===== src/hw/mul_pkg.sv =====
package mul_pkg;

	localparam int MUL_STATE_W = 2; // controller state width

	// sequencer states, encoding follows the original next-state block
	typedef enum logic [MUL_STATE_W-1:0] {
		IDLE = 2'b00, // waiting for op_start
		EXEC = 2'b01, // booth iterations running
		DONE = 2'b10  // one-cycle completion state
	} mul_state_t;

	localparam int MUL_OP_WIDTH_DEF = 32; // default operand width, must be even

endpackage


===== src/hw/multiplier_ns.sv =====
`timescale 1ns/100ps

module multiplier_ns
	import mul_pkg::*;
#(
	parameter int OP_WIDTH = MUL_OP_WIDTH_DEF,
	localparam int CNT_W = $clog2(OP_WIDTH / 2 + 1)
)
(
	input  logic                       op_start,  // level, low pauses exec
	input  logic                       op_clear,  // abort and zero
	input  logic                       reset_n,
	input  mul_state_t                 state,
	input  logic [CNT_W-1:0]           count,
	input  logic signed [OP_WIDTH-1:0] multiplier,   // from the pins
	input  logic signed [OP_WIDTH-1:0] multiplicand,
	input  logic signed [OP_WIDTH-1:0] prev_multiplier,   // last started pair
	input  logic signed [OP_WIDTH-1:0] prev_multiplicand,
	input  logic                       guard_armed,
	output mul_state_t                 next_state,
	output logic [CNT_W-1:0]           next_count,
	output logic signed [OP_WIDTH-1:0] next_multiplier,
	output logic signed [OP_WIDTH-1:0] next_multiplicand,
	output logic                       next_guard_armed,
	output logic signed [OP_WIDTH-1:0] next_prev_multiplier,
	output logic signed [OP_WIDTH-1:0] next_prev_multiplicand
);

	localparam logic [CNT_W-1:0] CNT_LAST = CNT_W'(OP_WIDTH / 2); // iterations per op

	logic same_ops; // pins still hold the pair that last ran

	assign same_ops = (multiplier == prev_multiplier) && (multiplicand == prev_multiplicand);

	always_comb
	begin
		next_state             = state; // hold unless a branch says otherwise
		next_count             = count;
		next_multiplier        = multiplier;
		next_multiplicand      = multiplicand;
		next_guard_armed       = guard_armed;
		next_prev_multiplier   = prev_multiplier;
		next_prev_multiplicand = prev_multiplicand;
		if (!reset_n)
		begin
			next_state        = IDLE; // everything back to power-up values
			next_count        = '0;
			next_multiplier   = '0;
			next_multiplicand = '0;
			next_guard_armed  = 1'b1;
		end
		else
		begin
			case (state)
			IDLE:
			begin
				if (op_clear)
				begin
					next_count        = '0; // clear beats start
					next_multiplier   = '0;
					next_multiplicand = '0;
					next_guard_armed  = 1'b1;
				end
				else if (!op_start)
				begin
					next_prev_multiplier   = multiplier; // track pins while idle
					next_prev_multiplicand = multiplicand;
					next_guard_armed       = 1'b1; // start dropped, rearm
				end
				else if (!guard_armed && same_ops)
				begin
					next_state = IDLE; // same pair still held high, no rerun
				end
				else
				begin
					next_state             = EXEC;
					next_count             = '0;
					next_prev_multiplier   = multiplier; // capture pair for the run
					next_prev_multiplicand = multiplicand;
				end
			end
			EXEC:
			begin
				next_multiplier   = prev_multiplier; // operands frozen during run
				next_multiplicand = prev_multiplicand;
				if (op_clear)
				begin
					next_state        = IDLE;
					next_count        = '0;
					next_multiplier   = '0;
					next_multiplicand = '0;
					next_guard_armed  = 1'b1;
				end
				else if (!op_start)
					next_state = EXEC; // paused, count holds
				else if (count != CNT_LAST)
					next_count = count + 1'b1;
				else
				begin
					next_state       = DONE;
					next_count       = '0;
					next_guard_armed = 1'b0; // finished, block rerun of same pair
				end
			end
			DONE:
			begin
				next_state        = IDLE; // always one cycle
				next_count        = '0;
				next_multiplier   = prev_multiplier;
				next_multiplicand = prev_multiplicand;
				if (op_clear)
				begin
					next_multiplier   = '0;
					next_multiplicand = '0;
					next_guard_armed  = 1'b1;
				end
			end
			default:
			begin
				next_state = IDLE; // unused code, recover
				next_count = '0;
			end
			endcase
		end
	end

endmodule


===== src/hw/multiplier_ctrl.sv =====
`timescale 1ns/100ps

module multiplier_ctrl
	import mul_pkg::*;
#(
	parameter int OP_WIDTH = MUL_OP_WIDTH_DEF
)
(
	input  logic                       clk,
	input  logic                       reset_n,
	input  logic                       op_start,
	input  logic                       op_clear,
	input  logic signed [OP_WIDTH-1:0] multiplier,
	input  logic signed [OP_WIDTH-1:0] multiplicand,
	output mul_state_t                 state,
	output logic signed [OP_WIDTH-1:0] reg_multiplier,
	output logic signed [OP_WIDTH-1:0] reg_multiplicand,
	output logic                       load_op,  // one cycle after start
	output logic                       step_op,  // one per counted iteration
	output logic                       clear_op, // level
	output logic                       op_done,
	output logic                       busy
);

	localparam int CNT_W = $clog2(OP_WIDTH / 2 + 1);
	localparam logic [CNT_W-1:0] CNT_LAST = CNT_W'(OP_WIDTH / 2);

	logic [CNT_W-1:0]           count;
	logic                       guard_armed;
	logic signed [OP_WIDTH-1:0] prev_multiplier;
	logic signed [OP_WIDTH-1:0] prev_multiplicand;
	mul_state_t                 next_state;
	logic [CNT_W-1:0]           next_count;
	logic signed [OP_WIDTH-1:0] next_multiplier;
	logic signed [OP_WIDTH-1:0] next_multiplicand;
	logic                       next_guard_armed;
	logic signed [OP_WIDTH-1:0] next_prev_multiplier;
	logic signed [OP_WIDTH-1:0] next_prev_multiplicand;

	multiplier_ns #(
		.OP_WIDTH (OP_WIDTH)
	) u_ns (
		.op_start               (op_start),
		.op_clear               (op_clear),
		.reset_n                (reset_n),
		.state                  (state),
		.count                  (count),
		.multiplier             (multiplier),
		.multiplicand           (multiplicand),
		.prev_multiplier        (prev_multiplier),
		.prev_multiplicand      (prev_multiplicand),
		.guard_armed            (guard_armed),
		.next_state             (next_state),
		.next_count             (next_count),
		.next_multiplier        (next_multiplier),
		.next_multiplicand      (next_multiplicand),
		.next_guard_armed       (next_guard_armed),
		.next_prev_multiplier   (next_prev_multiplier),
		.next_prev_multiplicand (next_prev_multiplicand)
	);

	assign clear_op = op_clear; // accumulator zeroes while held

	always_ff @(posedge clk)
	begin
		if (!reset_n)
		begin
			state             <= IDLE;
			count             <= '0;
			reg_multiplier    <= '0;
			reg_multiplicand  <= '0;
			prev_multiplier   <= '0;
			prev_multiplicand <= '0;
			guard_armed       <= 1'b1; // armed out of reset
			load_op           <= 1'b0;
			step_op           <= 1'b0;
			op_done           <= 1'b0;
			busy              <= 1'b0;
		end
		else
		begin
			state             <= next_state;
			count             <= next_count;
			reg_multiplier    <= next_multiplier;
			reg_multiplicand  <= next_multiplicand;
			prev_multiplier   <= next_prev_multiplier;
			prev_multiplicand <= next_prev_multiplicand;
			guard_armed       <= next_guard_armed;
			load_op           <= (state == IDLE) && (next_state == EXEC); // start taken
			step_op           <= (state == EXEC) && op_start && !op_clear
				&& (count < CNT_LAST); // count just advanced
			op_done           <= (state == DONE); // lags state by one
			busy              <= (state == EXEC);
		end
	end

	a_state_legal: assert property (@(posedge clk) disable iff (!reset_n)
		state != 2'b11)
		else $error("controller in unused state encoding");

	a_count_range: assert property (@(posedge clk) disable iff (!reset_n)
		count <= CNT_LAST)
		else $error("iteration count past last step");

	a_done_after_exec: assert property (@(posedge clk) disable iff (!reset_n)
		(state == DONE) |-> ($past(state) == EXEC))
		else $error("DONE entered from a state other than EXEC");

endmodule


===== src/hw/booth_radix4_step.sv =====
`timescale 1ns/100ps

module booth_radix4_step
	import mul_pkg::*;
#(
	parameter int OP_WIDTH = MUL_OP_WIDTH_DEF
)
(
	input  logic signed [OP_WIDTH+1:0] acc_hi,   // partial product, 2 guard bits
	input  logic        [OP_WIDTH-1:0] acc_lo,   // multiplier bits not yet used
	input  logic                       prev_bit, // bit shifted out last step
	input  logic signed [OP_WIDTH-1:0] multiplicand,
	output logic signed [OP_WIDTH+1:0] new_acc_hi,
	output logic        [OP_WIDTH-1:0] new_acc_lo,
	output logic                       new_prev_bit
);

	logic [2:0]                 booth_code; // two bits plus the one below
	logic signed [OP_WIDTH+1:0] mcand_ext;  // multiplicand at hi width
	logic signed [OP_WIDTH+1:0] pp;         // selected partial product
	logic signed [OP_WIDTH+1:0] sum;

	assign booth_code = {acc_lo[1:0], prev_bit};
	assign mcand_ext  = {{2{multiplicand[OP_WIDTH-1]}}, multiplicand};

	// digit selection, 0 / +-1 / +-2 times the multiplicand
	always_comb
	begin
		case (booth_code)
		3'b001, 3'b010: pp = mcand_ext;         // +1
		3'b011:         pp = mcand_ext <<< 1;   // +2
		3'b100:         pp = -(mcand_ext <<< 1); // -2
		3'b101, 3'b110: pp = -mcand_ext;        // -1
		default:        pp = '0;                // 000 and 111
		endcase
	end

	assign sum = acc_hi + pp; // 2 guard bits keep this from overflowing

	// arithmetic shift of {sum, acc_lo} by two
	assign new_acc_hi   = {{2{sum[OP_WIDTH+1]}}, sum[OP_WIDTH+1:2]};
	assign new_acc_lo   = {sum[1:0], acc_lo[OP_WIDTH-1:2]};
	assign new_prev_bit = acc_lo[1]; // top bit of the pair just consumed

endmodule


===== src/hw/booth_accumulator.sv =====
`timescale 1ns/100ps

module booth_accumulator
	import mul_pkg::*;
#(
	parameter int OP_WIDTH = MUL_OP_WIDTH_DEF
)
(
	input  logic                         clk,
	input  logic                         reset_n,
	input  logic                         load_op,  // take new multiplier
	input  logic                         step_op,  // one booth iteration
	input  logic                         clear_op, // zero, wins over load/step
	input  logic signed [OP_WIDTH-1:0]   reg_multiplier,
	input  logic signed [OP_WIDTH-1:0]   reg_multiplicand,
	output logic signed [2*OP_WIDTH-1:0] result
);

	logic signed [OP_WIDTH+1:0] acc_hi;
	logic        [OP_WIDTH-1:0] acc_lo;   // shifts product bits in from the top
	logic                       prev_bit;
	logic signed [OP_WIDTH+1:0] step_hi;
	logic        [OP_WIDTH-1:0] step_lo;
	logic                       step_prev;

	booth_radix4_step #(
		.OP_WIDTH (OP_WIDTH)
	) u_step (
		.acc_hi       (acc_hi),
		.acc_lo       (acc_lo),
		.prev_bit     (prev_bit),
		.multiplicand (reg_multiplicand),
		.new_acc_hi   (step_hi),
		.new_acc_lo   (step_lo),
		.new_prev_bit (step_prev)
	);

	always_ff @(posedge clk)
	begin
		if (!reset_n || clear_op)
		begin
			acc_hi   <= '0;
			acc_lo   <= '0;
			prev_bit <= 1'b0;
		end
		else if (load_op)
		begin
			acc_hi   <= '0;             // nothing accumulated yet
			acc_lo   <= reg_multiplier; // recoded two bits per step
			prev_bit <= 1'b0;           // implicit zero below bit 0
		end
		else if (step_op)
		begin
			acc_hi   <= step_hi;
			acc_lo   <= step_lo;
			prev_bit <= step_prev;
		end
	end

	// low 2W bits of {hi, lo}, guard bits are only sign copies by now
	assign result = {acc_hi[OP_WIDTH-1:0], acc_lo};

	a_no_load_step: assert property (@(posedge clk) disable iff (!reset_n)
		!(load_op && step_op))
		else $error("load and step strobes overlap");

endmodule


===== src/hw/multiplier_top.sv =====
`timescale 1ns/100ps

module multiplier_top
	import mul_pkg::*;
#(
	parameter int OP_WIDTH = MUL_OP_WIDTH_DEF // even operand width
)
(
	input  logic                         clk,
	input  logic                         reset_n,
	input  logic                         op_start,
	input  logic                         op_clear,
	input  logic signed [OP_WIDTH-1:0]   multiplier,
	input  logic signed [OP_WIDTH-1:0]   multiplicand,
	output logic signed [2*OP_WIDTH-1:0] result,
	output logic                         op_done,
	output logic                         busy
);

	mul_state_t                 state; // seen here only by the check below
	logic signed [OP_WIDTH-1:0] reg_multiplier;
	logic signed [OP_WIDTH-1:0] reg_multiplicand;
	logic                       load_op;
	logic                       step_op;
	logic                       clear_op;

	multiplier_ctrl #(
		.OP_WIDTH (OP_WIDTH)
	) u_ctrl (
		.clk              (clk),
		.reset_n          (reset_n),
		.op_start         (op_start),
		.op_clear         (op_clear),
		.multiplier       (multiplier),
		.multiplicand     (multiplicand),
		.state            (state),
		.reg_multiplier   (reg_multiplier),
		.reg_multiplicand (reg_multiplicand),
		.load_op          (load_op),
		.step_op          (step_op),
		.clear_op         (clear_op),
		.op_done          (op_done),
		.busy             (busy)
	);

	booth_accumulator #(
		.OP_WIDTH (OP_WIDTH)
	) u_acc (
		.clk              (clk),
		.reset_n          (reset_n),
		.load_op          (load_op),
		.step_op          (step_op),
		.clear_op         (clear_op),
		.reg_multiplier   (reg_multiplier),
		.reg_multiplicand (reg_multiplicand),
		.result           (result)
	);

	// last step lands before DONE, product then left alone into the op_done cycle
	a_result_final: assert property (@(posedge clk) disable iff (!reset_n)
		(state == DONE) |=> ($stable(result) || $past(clear_op)))
		else $error("result changed after the last Booth step");

endmodule


===== config.mk =====
export PLATFORM = sky130hd
export DESIGN_NAME = multiplier_top
export DESIGN_NICKNAME = d
export VERILOG_FILES = /design/src/hw/mul_pkg.sv /design/src/hw/multiplier_ns.sv /design/src/hw/multiplier_ctrl.sv /design/src/hw/booth_radix4_step.sv /design/src/hw/booth_accumulator.sv /design/src/hw/multiplier_top.sv
export SDC_FILE = /design/constraint.sdc
export NUM_CORES = 1
export LEC_CHECK = 0
export BUFFER_PORTS_ARGS = -buffer_cell sky130_fd_sc_hd__buf_2
export CAP_MARGIN = 20
export CORE_MARGIN = 2
export CORE_UTILIZATION = 56
export DETAILED_ROUTE_END_ITERATION = 8
export MAX_ROUTING_LAYER = met4
export PLACE_DENSITY_LB_ADDON = 0.3
export SLEW_MARGIN = 10
export SYNTH_ARGS = -nofsm -noshare
export SYNTH_HDL_FRONTEND = slang
export SYNTH_SLANG_ARGS = --single-unit

===== constraint.sdc =====
create_clock -name clk -period 5.9 [get_ports clk]
set_input_delay 0.295 -clock clk [delete_from_list [all_inputs] [get_ports clk]]
set_output_delay 0.295 -clock clk [all_outputs]
set_load 0.05 [all_outputs]

==> flow_summary.json <==
{
  "outcome": "finished, final reports clean",
  "resize_count_post_cts": 0,
  "critPathLaunchType": "register",
  "cts.sink_count": 205,
  "finalNonFillerCells": 1806,
  "yosys.area_share.xor_xnor": 0.0822,
  "worst_clock_skew_ns": 0.0130,
  "antenna_cells": 0,
  "ff_latch_area_mm2": 0.00411,
  "post-synth-top-area-fraction": 0.338,
  "vias": 10800,
  "power.switching_mw": 0.924,
  "netlist_area_before_placement_mm2": 0.0121,
  "clk_pin_slew_worst_paths_ns": 0.07,
  "max_freq_mhz": 205,
  "via_per_inst": 5.97,
  "hold-path-cell-count": 3,
  "fin_ws_ns": 1.02,
  "final_hold_viol_count": 0,
  "h-tree-depth": 1,
  "final.min_clock_period_ns": 4.88,
  "avgSynthCellArea_um2": 8.41,
  "postCtsSetupBuffers": 0,
  "clock_tree_from_tritoncts": "yes",
  "wire_per_inst_um": 18.1,
  "cts_hold_repair.buffers": 0,
  "dr.pass1.iters": 5,
  "holdPathEnd": "u_ctrl.reg_multiplier[19]",
  "async_flop_share": 0,
  "power_report.internal_total_mw": 2.42,
  "area_delta_synth_final_pct": 12.3,
  "post_synth_and_or_nand_nor_area_fraction": 0.198,
  "worst-r2r-setup-slack_ns": 1.02,
  "final_design_area_no_fill_mm2": 0.0136,
  "worstHoldStart": "multiplier[19]",
  "antenna_left": 0,
  "slew-limit-headroom": 0.306,
  "first_global_vias": 9633,
  "layout-drive-gt1-share": 0.131,
  "worst_hold_slack_ns": 0.0618,
  "drv_cap": 0,
  "worstPathArrival_ns": 5.35,
  "synth-compound-area-share": 0.198,
  "post-route-period-util": 0.827,
  "cts.path.max_buffers": 3,
  "maxSlewViolCount": 0,
  "n_fill_cell": 1778,
  "worstPathMaxFanout": 6,
  "ys_seq_elements": 205,
  "num_io_pins": 134,
  "postPlaceCellArea_mm2": 0.0129,
  "switching_share": 0.276,
  "rsz_0062_raised_after_global_routing": "no",
  "floorplan.die_area_mm2": 0.0229,
  "antenna_found_initial": 0,
  "ys_types": 68,
  "detailedRoute.firstIterationViolations": 917,
  "yosysWarningCount": 0,
  "worst-setup-path-type": "reg -> reg",
  "routabilityCongestion": 0.938,
  "final_setup_violation_count": 0,
  "core_area_mm2": 0.0212,
  "power.clock.fraction": 0.417,
  "seqPwrFrac": 0.449,
  "worst_setup_path_end_kind": "register",
  "synth_adder_area_share": 0.0429,
  "initial_utilization": 0.574,
  "dpl.hpwl_um": 23300,
  "synth_edf_count": 0,
  "power.static_leakage_nw": 5.53,
  "crit-reg2reg-launch": "u_ctrl.reg_multiplicand[11]",
  "finish.net_count": 1626,
  "layout.core_utilization": 0.644,
  "comb_power_share": 0.135,
  "x_dimension_of_the_die_um": 151,
  "syn_nets": 1553,
  "dominant_cell_by_count_in_the_synthesized_netlist": "sky130_fd_sc_hd__dfxtp_1",
  "irDropWorstVdd_mv": 0.190,
  "rows": 53,
  "total_power_consumption_of_the_routed_design_mw": 3.34,
  "hp-class": "in -> reg",
  "multiInputGateArea_mm2": 0.00751,
  "worst_ep_required_time_ns": 6.37,
  "grt_use_total": 0.289,
  "port_buffer_cells": 133,
  "muxShareOfSynthArea": 0.0956,
  "global_route.overflow_total": 0,
  "cts_inserted_buffers": 23,
  "synth.top_cells.by_area": "sky130_fd_sc_hd__dfxtp_1, sky130_fd_sc_hd__mux2i_1, sky130_fd_sc_hd__nor2b_1",
  "ctsRootBufferMaster": "sky130_fd_sc_hd__clkbuf_16",
  "postRouteWirelength_um": 32700,
  "worst_skew_pair.late_latency_ns": 0.53,
  "placedCellCount": 1766,
  "timing_worst_slew_pin_value_ns": 1.04,
  "largest_family_of_logic_cells_by_synthesized_area": "simple AND/OR/NAND/NOR gates",
  "worst-r2r-cell-count": 18,
  "synth-main-ff-cell": "sky130_fd_sc_hd__dfxtp_1",
  "rr_endpoint": "u_acc.acc_hi[31]",
  "grt_max_degree": 143,
  "setup_tns_ns": 0,
  "die-height_um": 151,
  "synth.top_cells.by_count": "sky130_fd_sc_hd__dfxtp_1, sky130_fd_sc_hd__nor2_1, sky130_fd_sc_hd__nor2b_1, sky130_fd_sc_hd__mux2i_1, sky130_fd_sc_hd__a21oi_1",
  "post-place-ws_ns": 1.08,
  "post_synth_inst_count": 1444,
  "grt_pass1_wl_um": 51300,
  "seq_area_frac_synth": 0.338,
  "power_density_mw_per_mm2": 245,
  "synth.largest_area_cell": "sky130_fd_sc_hd__dfxtp_1",
  "drc": 0
}
==> cell type report <==
cell class | count | area share
repair buffers | 147 | 0.0580
clock inverters | 10 | 0.00762
flip-flops and latches | 205 | 0.301
clock buffers | 29 | 0.0453
inverters | 41 | 0.0113
well taps | 275 | 0.0252
multi-input cells | 1099 | 0.551
==> state kept, by name, indices dropped and copies added (netlist names), 2 cells and up <==
name,flops
u_ctrl.count,5
u_ctrl.state,2
u_acc.acc_hi,32
u_ctrl.prev_multiplier,32
u_ctrl.prev_multiplicand,32
u_ctrl.reg_multiplicand,32
u_acc.acc_lo,32
u_ctrl.reg_multiplier,32
==> power by group through the flow <==
stage	sequential [mW]	clock, mW	combinational [mW]
5_1_grt	1.51	1.46	0.493
3_5_place_dp	1.53	0	0.440
2_1_floorplan	1.51	0	0.321
3_3_place_gp	1.52	0	0.434
6_report	1.50	1.39	0.450
4_1_cts	1.50	1.41	0.442
==> how the worst max path moves through the flow <==
stage,cells past startpoint,start,end
6_report,18,u_ctrl.reg_multiplicand[11],u_acc.acc_hi[31]
5_1_grt,18,u_ctrl.reg_multiplicand[11],u_acc.acc_hi[31]
4_1_cts,18,u_ctrl.reg_multiplicand[11],u_acc.acc_hi[31]
3_5_place_dp,18,u_ctrl.reg_multiplicand[11],u_acc.acc_hi[31]
3_3_place_gp,18,u_ctrl.reg_multiplicand[11],u_acc.acc_hi[31]
2_1_floorplan,19,u_ctrl.reg_multiplicand[9],u_acc.acc_hi[31]
==> logic make-up (layout without fill, tap and decap cells) <==
family                     count (synthesis)  after routing
buffers and inverters                    140            227
muxes                                    116            116
AOI/OAI and AO/OA                        362            362
DFF                                      205            205
adders and majority gates                 41             41
xor gates and xnor gates                 114            114
and+or+nand+nor                          466            466
==> placed cells by master, fill, tap and decap left out, drive strengths merged, types with 8 or more instances in the layout <==
master / n
nor2b: 127
ha: 40
inv: 43
a31oi: 11
a221oi: 22
nand3: 26
o21ai: 43
buf: 147
nor4: 14
o211ai: 8
nand4: 14
a22oi: 79
dfxtp: 205
nor3: 15
a211oi: 16
xnor2: 71
nor2: 135
a21o: 17
o22ai: 11
nand2: 74
xor2: 43
and2: 12
nand2b: 11
a21oi: 107
or3: 10
clkbuf: 29
mux2i: 116
==> worst max-delay path, cell delays in order, from the launching register on <==
cell	delay, ns
sky130_fd_sc_hd__dfxtp_1	0.36
sky130_fd_sc_hd__or4_4	0.58
sky130_fd_sc_hd__nor4_1	0.79
sky130_fd_sc_hd__nand3_1	0.24
sky130_fd_sc_hd__nor3_1	0.28
sky130_fd_sc_hd__nand2b_1	0.16
sky130_fd_sc_hd__xnor2_1	0.08
sky130_fd_sc_hd__a221oi_1	0.30
sky130_fd_sc_hd__a21oi_1	0.08
sky130_fd_sc_hd__ha_1	0.38
sky130_fd_sc_hd__a21oi_1	0.17
sky130_fd_sc_hd__o21ai_0	0.10
sky130_fd_sc_hd__a21oi_1	0.16
sky130_fd_sc_hd__o21ai_0	0.12
sky130_fd_sc_hd__a21oi_1	0.27
sky130_fd_sc_hd__o2111ai_1	0.18
sky130_fd_sc_hd__a21o_2	0.23
sky130_fd_sc_hd__a21oi_2	0.14
sky130_fd_sc_hd__mux2i_1	0.19
==> per-layer routing <==
metal  global-route usage  wire [µm]
met2                0.426      14300
met5                    -          0
met4               0.0935       1140
met1                0.406      15100
met3               0.0446       2190
Note: power is estimated with default switching activity, not from simulation.
